## src/policer_pkg.sv

```systemverilog
/* Policer package with stream widths, fixed-point bucket types,
   stream beat and config structs, and the table select enum */
package policer_pkg;

    ////////////////////////////////////////
    // Widths

    // Stream data width in bytes
    localparam int DATA_BYTES = 8;
    // Ingress port field, up to 16 ports
    localparam int PORT_ID_BITS = 4;
    // Fixed-point layout of bucket and rate
    localparam int FRAC_BITS = 16;
    localparam int WHOLE_BITS = 20;
    localparam int BUCKET_BITS = WHOLE_BITS + FRAC_BITS;

    // Config access fields
    // Index is wider than the port field so bad indices can be seen
    localparam int CFG_INDEX_BITS = 6;
    localparam int CFG_DATA_BITS = BUCKET_BITS;

    ////////////////////////////////////////
    // Bucket types

    typedef logic [15:0] byte_len_t;

    // Bucket level in bytes, whole part above fraction
    typedef struct packed {
        logic [WHOLE_BITS-1:0] whole;
        logic [FRAC_BITS-1:0]  fraction;
    } bucket_t;

    // Drain per clock in bytes
    typedef bucket_t rate_t;

    // Threshold in whole bytes
    typedef logic [WHOLE_BITS-1:0] depth_t;

    ////////////////////////////////////////
    // Stream beat

    typedef struct packed {
        logic [PORT_ID_BITS-1:0] ingress_port;
        byte_len_t               byte_length;
        logic                    drop_mark;
    } pkt_meta_t;

    typedef struct packed {
        logic [DATA_BYTES*8-1:0] data;
        logic [DATA_BYTES-1:0]   keep;
        logic                    last;
        pkt_meta_t               meta;
    } pkt_beat_t;

    ////////////////////////////////////////
    // Config access

    typedef enum logic {
        table_cir = 1'b0,
        table_cbs = 1'b1
    } policer_table_e;

    typedef struct packed {
        logic                      write;
        policer_table_e            table_sel;
        logic [CFG_INDEX_BITS-1:0] port;
        logic [CFG_DATA_BITS-1:0]  wdata;
    } cfg_req_t;

    typedef struct packed {
        logic [CFG_DATA_BITS-1:0] rdata;
        logic                     error;
    } cfg_rsp_t;

endpackage

```

## src/policer_config.sv

```systemverilog
/* CIR and CBS tables, one entry per ingress port, behind a
   four-phase req/ack access port with an out-of-range error */
module policer_config
    import policer_pkg::*;
#(
    parameter int NUM_PORTS = 4
) (
    input  logic     packet_in,
    input  logic     arst_n,
    input  logic     cfg_req_valid,
    input  cfg_req_t cfg_req,
    output logic     cfg_ack,
    output cfg_rsp_t cfg_rsp,
    output rate_t    rate  [NUM_PORTS],
    output depth_t   depth [NUM_PORTS]
);

    // Table index width, at least one bit
    localparam int IDX_BITS = (NUM_PORTS > 1) ? $clog2(NUM_PORTS) : 1;

    logic                     req_new;
    logic                     in_range;
    logic [IDX_BITS-1:0]      idx;
    logic [CFG_DATA_BITS-1:0] rd_data;

    ////////////////////////////////////////
    // Request decode

    // New request only while ack is low
    assign req_new  = cfg_req_valid && !cfg_ack;
    assign in_range = cfg_req.port < NUM_PORTS;
    // Index only meaningful when in range
    assign idx      = cfg_req.port[IDX_BITS-1:0];

    // Read mux
    // Depth is zero-extended to the data width
    always_comb begin
        rd_data = '0;
        if (in_range) begin
            case (cfg_req.table_sel)
                table_cir: rd_data = rate[idx];
                table_cbs: rd_data = CFG_DATA_BITS'(depth[idx]);
                default:   rd_data = '0;
            endcase
        end
    end

    ////////////////////////////////////////
    // Handshake and table write

    always_ff @(posedge packet_in or negedge arst_n) begin
        if (!arst_n) begin
            cfg_ack <= 1'b0;
            // Tables come up fully open
            rate    <= '{default: '1};
            depth   <= '{default: '1};
        end else begin
            if (req_new) begin
                // Ack and write land on the same edge
                cfg_ack <= 1'b1;
                if (cfg_req.write && in_range) begin
                    case (cfg_req.table_sel)
                        table_cir: rate[idx]  <= cfg_req.wdata;
                        table_cbs: depth[idx] <= cfg_req.wdata[WHOLE_BITS-1:0];
                        default:   ;
                    endcase
                end
            end else if (!cfg_req_valid) begin
                // Requester has let go, close the cycle
                cfg_ack <= 1'b0;
            end
        end
    end

    ////////////////////////////////////////
    // Response

    // Captured with the ack, held until the next request
    always_ff @(posedge packet_in) begin
        if (req_new) begin
            // Writes return zero data
            cfg_rsp.rdata <= cfg_req.write ? '0 : rd_data;
            // Bad index reports error, data already zero
            cfg_rsp.error <= !in_range;
        end
    end

endmodule

```

## src/bucket_array.sv

```systemverilog
/* Per-port leaky bucket accumulators with drain and fill,
   and the combinational drop decision for a packet head */
module bucket_array
    import policer_pkg::*;
#(
    parameter int NUM_PORTS = 4
) (
    input  logic                    packet_in,
    input  logic                    arst_n,
    input  logic [NUM_PORTS-1:0]    enable,
    input  rate_t                   rate  [NUM_PORTS],
    input  depth_t                  depth [NUM_PORTS],
    input  logic                    head_valid,
    input  logic [PORT_ID_BITS-1:0] head_port,
    input  byte_len_t               head_length,
    output logic                    drop_mark
);

    localparam int IDX_BITS = (NUM_PORTS > 1) ? $clog2(NUM_PORTS) : 1;

    bucket_t             bucket [NUM_PORTS];
    logic                head_known;
    logic [IDX_BITS-1:0] head_idx;
    logic [WHOLE_BITS:0] head_fill;
    logic                head_over;

    ////////////////////////////////////////
    // Drop decision

    // Heads on ports past the array are never policed
    assign head_known = head_port < NUM_PORTS;
    assign head_idx   = head_port[IDX_BITS-1:0];

    // Whole-byte fill the head would reach
    // One extra bit keeps the carry
    assign head_fill = {1'b0, bucket[head_idx].whole} + (WHOLE_BITS + 1)'(head_length);
    assign head_over = head_fill > (WHOLE_BITS + 1)'(depth[head_idx]);

    // Disabled ports never mark
    assign drop_mark = head_valid && head_known && enable[head_idx] && head_over;

    ////////////////////////////////////////
    // Bucket update

    for (genvar p = 0; p < NUM_PORTS; p++) begin : g_bucket
        logic                 admit;
        logic [BUCKET_BITS:0] fill;
        logic [BUCKET_BITS:0] level;

        // Admitted head for this port
        assign admit = head_valid && head_known && (head_idx == p) && enable[p] && !head_over;

        // Length moves into the whole part
        assign fill = admit ? (BUCKET_BITS + 1)'({head_length, {FRAC_BITS{1'b0}}}) : '0;

        // Level before the drain
        // Admission keeps it under the depth, so the top bit stays clear
        assign level = {1'b0, bucket[p]} + fill;

        always_ff @(posedge packet_in or negedge arst_n) begin
            if (!arst_n) begin
                bucket[p] <= '0;
            end else if (!enable[p] || level <= {1'b0, rate[p]}) begin
                // Drains to empty, no wrap below zero
                bucket[p] <= '0;
            end else begin
                bucket[p] <= level[BUCKET_BITS-1:0] - rate[p];
            end
        end
    end

endmodule

```

## src/policer_stage.sv

```systemverilog
/* Single register stage on the packet stream with stall,
   packet-head tracking and drop-mark merge into metadata */
module policer_stage
    import policer_pkg::*;
#(
    parameter int NUM_PORTS = 4
) (
    input  logic                 packet_in,
    input  logic                 arst_n,
    input  logic [NUM_PORTS-1:0] enable,
    input  rate_t                rate  [NUM_PORTS],
    input  depth_t               depth [NUM_PORTS],
    input  logic                 pkt_rx_valid,
    input  pkt_beat_t            pkt_rx_data,
    output logic                 pkt_rx_ready,
    output logic                 pkt_tx_valid,
    output pkt_beat_t            pkt_tx_data,
    input  logic                 pkt_tx_ready
);

    logic      rx_fire;
    logic      at_head;
    logic      head_valid;
    logic      head_drop;
    logic      held_drop;
    logic      beat_drop;
    pkt_beat_t beat_marked;

    ////////////////////////////////////////
    // Handshake

    // Accept when the output slot is free or drains this cycle
    assign pkt_rx_ready = !pkt_tx_valid || pkt_tx_ready;
    assign rx_fire      = pkt_rx_valid && pkt_rx_ready;
    assign head_valid   = rx_fire && at_head;

    ////////////////////////////////////////
    // Policing

    bucket_array #(
        .NUM_PORTS (NUM_PORTS)
    ) bucket_array_i (
        .packet_in   (packet_in),
        .arst_n      (arst_n),
        .enable      (enable),
        .rate        (rate),
        .depth       (depth),
        .head_valid  (head_valid),
        .head_port   (pkt_rx_data.meta.ingress_port),
        .head_length (pkt_rx_data.meta.byte_length),
        .drop_mark   (head_drop)
    );

    // Head takes the fresh decision, body beats the held one
    assign beat_drop = at_head ? head_drop : held_drop;

    // Merge with any mark set upstream
    always_comb begin
        beat_marked = pkt_rx_data;
        beat_marked.meta.drop_mark = pkt_rx_data.meta.drop_mark | beat_drop;
    end

    ////////////////////////////////////////
    // Control

    always_ff @(posedge packet_in or negedge arst_n) begin
        if (!arst_n) begin
            at_head      <= 1'b1;
            held_drop    <= 1'b0;
            pkt_tx_valid <= 1'b0;
        end else begin
            if (rx_fire) begin
                // Next beat opens a packet after a last
                at_head      <= pkt_rx_data.last;
                pkt_tx_valid <= 1'b1;
            end else if (pkt_tx_ready) begin
                pkt_tx_valid <= 1'b0;
            end
            if (head_valid) begin
                held_drop <= head_drop;
            end
        end
    end

    // Output beat, held under back-pressure
    always_ff @(posedge packet_in) begin
        if (rx_fire) begin
            pkt_tx_data <= beat_marked;
        end
    end

endmodule

```

## src/ingress_policer_top.sv

```systemverilog
/* Ingress policer top level
   Joins the CIR/CBS config table and the policer stream stage */
module ingress_policer_top
    import policer_pkg::*;
#(
    parameter int NUM_PORTS = 4
) (
    input  logic                 packet_in,
    input  logic                 arst_n,
    input  logic [NUM_PORTS-1:0] enable,
    input  logic                 pkt_rx_valid,
    input  pkt_beat_t            pkt_rx_data,
    output logic                 pkt_rx_ready,
    output logic                 pkt_tx_valid,
    output pkt_beat_t            pkt_tx_data,
    input  logic                 pkt_tx_ready,
    input  logic                 cfg_req_valid,
    input  cfg_req_t             cfg_req,
    output logic                 cfg_ack,
    output cfg_rsp_t             cfg_rsp
);

    // Table outputs feeding the buckets
    rate_t  rate  [NUM_PORTS];
    depth_t depth [NUM_PORTS];

    ////////////////////////////////////////
    // Config table

    policer_config #(
        .NUM_PORTS (NUM_PORTS)
    ) policer_config_i (
        .packet_in     (packet_in),
        .arst_n        (arst_n),
        .cfg_req_valid (cfg_req_valid),
        .cfg_req       (cfg_req),
        .cfg_ack       (cfg_ack),
        .cfg_rsp       (cfg_rsp),
        .rate          (rate),
        .depth         (depth)
    );

    ////////////////////////////////////////
    // Stream stage

    policer_stage #(
        .NUM_PORTS (NUM_PORTS)
    ) policer_stage_i (
        .packet_in    (packet_in),
        .arst_n       (arst_n),
        .enable       (enable),
        .rate         (rate),
        .depth        (depth),
        .pkt_rx_valid (pkt_rx_valid),
        .pkt_rx_data  (pkt_rx_data),
        .pkt_rx_ready (pkt_rx_ready),
        .pkt_tx_valid (pkt_tx_valid),
        .pkt_tx_data  (pkt_tx_data),
        .pkt_tx_ready (pkt_tx_ready)
    );

endmodule

```

## config.mk

```make
export PLATFORM = sky130hd
export DESIGN_NAME = ingress_policer_top
export DESIGN_NICKNAME = d
export VERILOG_FILES = /design/src/policer_pkg.sv /design/src/policer_config.sv /design/src/bucket_array.sv /design/src/policer_stage.sv /design/src/ingress_policer_top.sv
export SDC_FILE = /design/constraint.sdc
export NUM_CORES = 1
export LEC_CHECK = 0
export BUFFER_PORTS_ARGS = -buffer_cell sky130_fd_sc_hd__buf_4
export CAP_MARGIN = 5
export CORE_ASPECT_RATIO = 1.25
export CORE_MARGIN = 3
export CORE_UTILIZATION = 56
export DETAILED_ROUTE_END_ITERATION = 10
export PLACE_DENSITY = 0.88
export SYNTH_ARGS = -nofsm -noshare
export SYNTH_HDL_FRONTEND = slang
export SYNTH_SLANG_ARGS = --single-unit
export TNS_END_PERCENT = 100
```

## constraint.sdc

```tcl
create_clock -name packet_in -period 10.95 [get_ports packet_in]
set_input_delay 1.095 -clock packet_in [delete_from_list [all_inputs] [get_ports packet_in]]
set_output_delay 1.095 -clock packet_in [all_outputs]
set_load 0.02 [all_outputs]
```

==> run metrics, run 1 <==
reg2reg end policer_stage_i.bucket_array_i.bucket[111]; CTS tree done; Synth async-reset ratio 0.740; clock buffer depth 3; CP max stage cell a2111oi_1; fraction of the mapped netlist area in compound gates 0.144; largest net degree at the start of global routing 138; die area 0.0584 sq mm; count of final setup violators 0; LEAKAGE 16.7 nW; worst reg2reg path startpoint policer_stage_i.bucket_array_i.bucket[53]; Yosys reg bits 503; synthesized area 0.0311 sq mm; Hold Path Class reg -> reg; Post-DP HPWL 70,500 um; clock skew 45.8 ps; # rows 95; filler cell count 3,943; CP Data Arrival Time 10,780 ps; total number of vias 25,138; Buf/Inv on CP 4; Wirelength per Cell 23.4 um; syn avg cell area 10.4 sq um; die height 270 um; I/O pins 281; Syn Inst Count 2,994; Synth Area in XOR/XNOR 0.0552; Initial Util 0.573; R2R setup slack 850 ps; routability cong. 1.02; critical setup path kind in -> reg; Hold Buf Count CTS 0; clock slew at reported path FFs 70 ps; P per Cell Area 117 mW/mm^2; post-layout util 0.657; crit-path leading delay family compound AO/OA/AOI/OAI gates; worst-skew pair later-pin latency 610 ps; Relative slew margins 0.198; CTS sink cnt 503; initial antenna violation count 9; Hold Crit Endpoint policer_stage_i.held_drop; post-synthesis adder-cell area fraction 0.104; CP Launch Type input pin; Reg2Reg Depth 42; syn_nets 3,394; share of layout cells above drive strength 1 0.253; via/cell ratio 6.24; remaining antenna violation count 0; Peak VDD IR 0.116 mV; CTS root buffer clkbuf_16; global-route wire length before repair 142,000 um; residual DRC count 0; Final period util 0.941; critical path's largest stage delay 550 ps; Port Buffer Count 280; largest family of logic cells by synthesized area compound AO/OA/AOI/OAI gates; most used cell, CP a21oi_1; number of synthesized flops with an enable pin 131; P&R area growth vs syn 14.7%; Yosys cell types 80; flip-flop and latch area 0.0135 sq mm; total track usage 0.313; TNS Setup 0 ps; fmax 97.1 MHz; Simple-Gate Fraction of Synth Area 0.121; Slew @ Worst Pin 1200 ps; Worst Setup Slack, final 647 ps; status completed; Fin. Hold Viols 0; total gr overflow 0; DIE WIDTH 217 um; Final nets 3,654; max-cap viol count 0; Core Box Area 0.0543 sq mm; Critical Path RT 11,430 ps; H-tree levels 2; first-pass iteration count of the detailed router 9; post-route minimum period 10,300 ps; RSZ-0062 raised after global routing no; CP Capture Type flip-flop; Critical Path Fanout Max 36; Starting DRT DRC Count 2,758; Final Max Slew Viols 0; multi-input logic area 0.0164 sq mm; WL final 94,100 um; hold path startpoint policer_stage_i.held_drop; mux cell area share after synthesis 0.0999; Yosys warning count 0; Num CTS Buffers 49; top_reg_cell synth dfstp_2; worst hold path depth 1; vias in the first global route 24,766; pre-CTS WS -36.6 ps; sequential fraction of the synthesis area 0.435
-- where the power goes --
| group | internal [mW] | switching, mW |
|---|---|---|
| Sequential | 2.02 | 0.0319 |
| Combinational | 0.162 | 0.261 |
| Clock | 0.940 | 0.763 |
| Total | 3.12 | 1.06 |
-- synth_stat cells, types with 20 or more instances --
cell type	n	share of area
inv_1	235	0.028
nor2b_1	32	0.0064
ha_1	244	0.098
a31oi_1	20	0.0040
o21bai_1	29	0.0070
o21a_1	31	0.0075
a22o_1	20	0.0056
mux4_2	96	0.069
xnor2_1	118	0.033
xor2_1	78	0.022
a21oi_1	178	0.029
dfrtp_1	147	0.12
nor3_1	108	0.017
clkbuf_1	86	0.010
a21o_1	89	0.021
nand4_1	29	0.0058
o21ai_0	240	0.039
dfstp_2	225	0.19
nand2_1	252	0.030
edfxtp_1	131	0.13
nand2b_1	30	0.0060
nand3_1	38	0.0061
nor2_1	220	0.027
mux2_2	84	0.030
and2_1	31	0.0062
-- layout make-up --
type / count / area share
inverter: 235 / 0.0247
clock buffer: 69 / 0.0388
clock inverter: 23 / 0.00627
antenna: 6 / 0.000421
multi-input combinational: 2154 / 0.458
tap: 727 / 0.0255
sequential: 503 / 0.379
timing repair buffer: 311 / 0.0671
-- layout by cell type, fill, tap and decap left out, drive strengths merged, types with 13 or more instances in the layout --
cell type	n
buf	311
nand2	252
ha	244
o21ai	243
inv	237
dfstp	225
nor2	221
a21oi	178
dfrtp	147
edfxtp	131
xnor2	118
nor3	108
mux4	96
a21o	89
mux2	84
xor2	78
clkbuf	69
nand3	38
nor2b	32
o21a	31
and2	31
nand2b	30
o21bai	30
nand4	29
a31oi	22
a22o	20
and3	19
a211oi	14
a21boi	13
-- sequential cells by signal, indices dropped and copies added (netlist names) --
name / count
policer_config_i.cfg_ack: 1
policer_config_i.cfg_rsp: 37
policer_config_i.depth: 80
policer_config_i.rate: 144
policer_stage_i.at_head: 1
policer_stage_i.bucket_array_i.bucket: 144
policer_stage_i.held_drop: 1
policer_stage_i.pkt_tx_data: 94
policer_stage_i.pkt_tx_valid: 1
-- per-stage QoR --
stage	instances	area, sq um	hold slack (ps)	power (mW)
global placement	3929	34100	463	2.48
CTS	4021	35700	489	4.19
global route	4027	35700	512	4.30
detailed placement	3929	34100	475	2.49
floorplan	2994	31100	451	2.29
finish	4028	35700	493	4.18
-- cell families after synthesis --
family | Yosys count
AO/OA/AOI/OAI | 715
XOR/XNOR | 196
adder cells (fa/ha/maj) | 253
buffers and inverters | 337
flip-flops | 503
multiplexers | 180
AND/OR/NAND/NOR | 810
-- what timing repair did --
action | 4_1_cts | 5_1_grt
buffers inserted | 0 | 1
resized for setup | 0 | 6
setup endpoints to repair | 0 | 72
-- per-layer routing --
layer / vias to the layer above / GRT usage / wire length (um) / share of wire
met3: 300 / 0.0609 / 9740 / 0.10
met4: 4 / 0.172 / 6080 / 0.065
met2: 1373 / 0.515 / 44100 / 0.47
met5: - / 0 / 24 / 0.00026
li1: 11236 / - / - / -
met1: 12225 / 0.389 / 34100 / 0.36
-- worst max path at each step --
| stage | cells after the start | end | startpoint | slack (ps) |
|---|---|---|---|---|
| after global routing | 46 | policer_stage_i.bucket_array_i.bucket[111] | pkt_rx_data[17] | 4 |
| final | 43 | policer_stage_i.bucket_array_i.bucket[111] | pkt_rx_data[17] | 650 |
| after detailed placement | 43 | policer_stage_i.bucket_array_i.bucket[111] | pkt_rx_data[17] | -40 |
| after global placement | 42 | policer_stage_i.bucket_array_i.bucket[117] | pkt_rx_data[17] | 50 |
| after floorplan | 49 | policer_stage_i.bucket_array_i.bucket[133] | pkt_rx_data[17] | 60 |
| after CTS | 43 | policer_stage_i.bucket_array_i.bucket[142] | pkt_rx_data[17] | 540 |
(Power assumes the default switching activity.)
==> run 2: changes to the inputs <==
- BUFFER_PORTS_ARGS: -buffer_cell sky130_fd_sc_hd__buf_4 -> -buffer_cell sky130_fd_sc_hd__buf_2
- GPL_TIMING_DRIVEN: not set -> 0
==> run metrics, run 2 (synthesized netlist as in run 1, its figures left out) <==
P&R area growth vs syn 15.4%; Final Cell Area 0.0359 sq mm (+0.53%); I/O pins 281 (unchanged); post-route minimum period 10,630 ps (+332 ps); critical path's largest stage delay 600 ps (+50 ps); worst-skew pair later-pin latency 620 ps (about the same); Slew @ Worst Pin 1300 ps (+97.4 ps); total gr overflow 0 (unchanged); P per Cell Area 121 mW/mm^2 (+3.4%); clock buffer depth 3 (unchanged); Starting DRT DRC Count 2,632 (-4.6%); filler cell count 3,882 (-1.5%); largest net degree at the start of global routing 125 (-9.4%); via/cell ratio 6.25 (+0.14%); routability cong. 1.01 (-0.24%); WL final 98,400 um (+4.6%); CP Capture Type flip-flop; clock skew 43.2 ps (-2.70 ps); Fin. Hold Viols 0 (unchanged); CP Data Arrival Time 11,100 ps (+320 ps); Placement Cell Area 0.0336 sq mm (-1.4%); clock slew at reported path FFs 70 ps (about the same); TNS Setup 0 ps (unchanged); count of final setup violators 0 (unchanged); fmax 94.0 MHz (-3.1%); commonest non-fill, non-tap cell in the layout buf_2; Wirelength per Cell 23.9 um (+2.3%); Finished Layout Cells 4,119 (+2.3%); critical setup path kind in -> reg; Hold Path Class in -> async; WHS 370 ps (-124 ps); LEAKAGE 16.8 nW (+0.51%); DIE WIDTH 217 um (unchanged); die height 270 um (unchanged); Num CTS Buffers 49 (unchanged); die area 0.0584 sq mm (unchanged); first-pass iteration count of the detailed router 6 (-3); remaining antenna violation count 0 (unchanged); # rows 95 (unchanged); Relative slew margins 0.133 (-0.0646); Placed Cells 4,005 (+1.9%); Peak VDD IR 0.105 mV (-9.4%); Critical Path RT 11,420 ps (about the same); CTS root buffer clkbuf_16; top flop regs policer_config_i.rate: 144 flops, policer_stage_i.bucket_array_i.bucket: 144 flops, policer_stage_i.pkt_tx_data: 94 flops; vias in the first global route 25,763 (+4.0%); CTS sink cnt 503 (unchanged); max-cap viol count 0 (unchanged); share of layout cells above drive strength 1 0.259 (+0.00597); Post-DP HPWL 75,700 um (+7.3%); global-route wire length before repair 147,000 um (+3.2%); status completed; Core Box Area 0.0543 sq mm (unchanged); commonest non-fill, non-tap cells in the layout 277 x buf_2, 252 x nand2_1, 242 x ha_1, 235 x inv_1, 228 x o21ai_0; Final Max Slew Viols 0 (unchanged); initial antenna violation count 8 (-1); H-tree levels 2 (unchanged); total track usage 0.327 (+0.0146); CP Launch Type input pin; CTS tree done; residual DRC count 0 (unchanged); total number of vias 25,742 (+2.4%); Final period util 0.971 (+0.0303); Final nets 3,744 (+2.5%); Port Buffer Count 278 (-0.71%); Critical Path Fanout Max 10 (-72%); CP max stage cell clkbuf_1; Initial Util 0.573 (unchanged)
## run 2: cell types whose count changed in the layout (fill, tap and decap cells not counted), moves of 6 or more
cell	delta
buf_1	+7
buf_2	+277
buf_4	-287
bufinv_16	+6
clkbuf_1	+65
clkbuf_4	+7
o21ai_0	-10
## run 2: area by class of cell
cell class / instances / area, sq um / area share
antenna: 7 / 17.5 / 0.000488
buffer: 100 / 502 / 0.0140
clock buffer: 60 / 1350 / 0.0376
clock inverter: 32 / 440 / 0.0123
inverter: 235 / 882 / 0.0246
multi-input combinational: 2154 / 16600 / 0.461
sequential: 503 / 13500 / 0.377
tap: 727 / 910 / 0.0253
timing repair buffer: 301 / 1710 / 0.0477
## run 2: metrics by stage
stage | setup WS [ps] | utilization | total power [mW]
after floorplan | 59.3 | - | 2.29
after global placement | -3880 | 0.615 | 2.45
after detailed placement | -4130 | 0.618 | 2.47
after CTS | 6.69 | 0.657 | 4.34
after global routing | -61.3 | 0.661 | 4.45
final | 315 | 0.661 | 4.34
## run 2: worst max-delay path: cells and delay by family
| family | cells | cell delay (ps) |
|---|---|---|
| adder cells (fa/ha/maj) | 4 | 1370 |
| AND/OR/NAND/NOR | 16 | 3440 |
| XOR/XNOR | 2 | 380 |
| AO/OA/AOI/OAI | 13 | 2690 |
| multiplexers | 1 | 440 |
| buffers and inverters | 6 | 1660 |
## run 2: path summary, 6_finish.rpt
path                                                               to  slack, ps                                 startpoint  cells after the start
setup reg to reg           policer_stage_i.bucket_array_i.bucket[132]        890  policer_stage_i.bucket_array_i.bucket[53]                     43
hold / removal              policer_stage_i.bucket_array_i.bucket[41]        370                                     arst_n                      1
max in group asynchronous  policer_stage_i.bucket_array_i.bucket[141]       9120                                     arst_n                      3
min in group packet_in                      policer_stage_i.held_drop        490                  policer_stage_i.held_drop                      1
setup / recovery           policer_stage_i.bucket_array_i.bucket[132]        320                            pkt_rx_data[18]                     42
hold reg to reg                             policer_stage_i.held_drop        490                  policer_stage_i.held_drop                      1
## run 2: routing by layer
metal	routed length (um)	up-vias	part of all wire	global-route usage
met3	9120	396	0.093	0.0490
met2	45200	1431	0.46	0.527
met5	13	-	0.00013	0
met4	10200	2	0.10	0.284
li1	-	11454	-	-
met1	33800	12459	0.34	0.382
## run 2: timing repair
action / 4_1_cts / 5_1_grt
resized for setup: 55 / 54
endpoints found under the setup margin: 144 / 144
buffers inserted: 13 / 4
pin swaps: 6 / 7
hold buffers: 0 / 0
## run 2: report_power, final
part           internal [mW]  switching [mW]  total [mW]
Sequential              2.02          0.0319        2.05
Combinational          0.141           0.264       0.404
Clock                   1.08           0.802        1.89
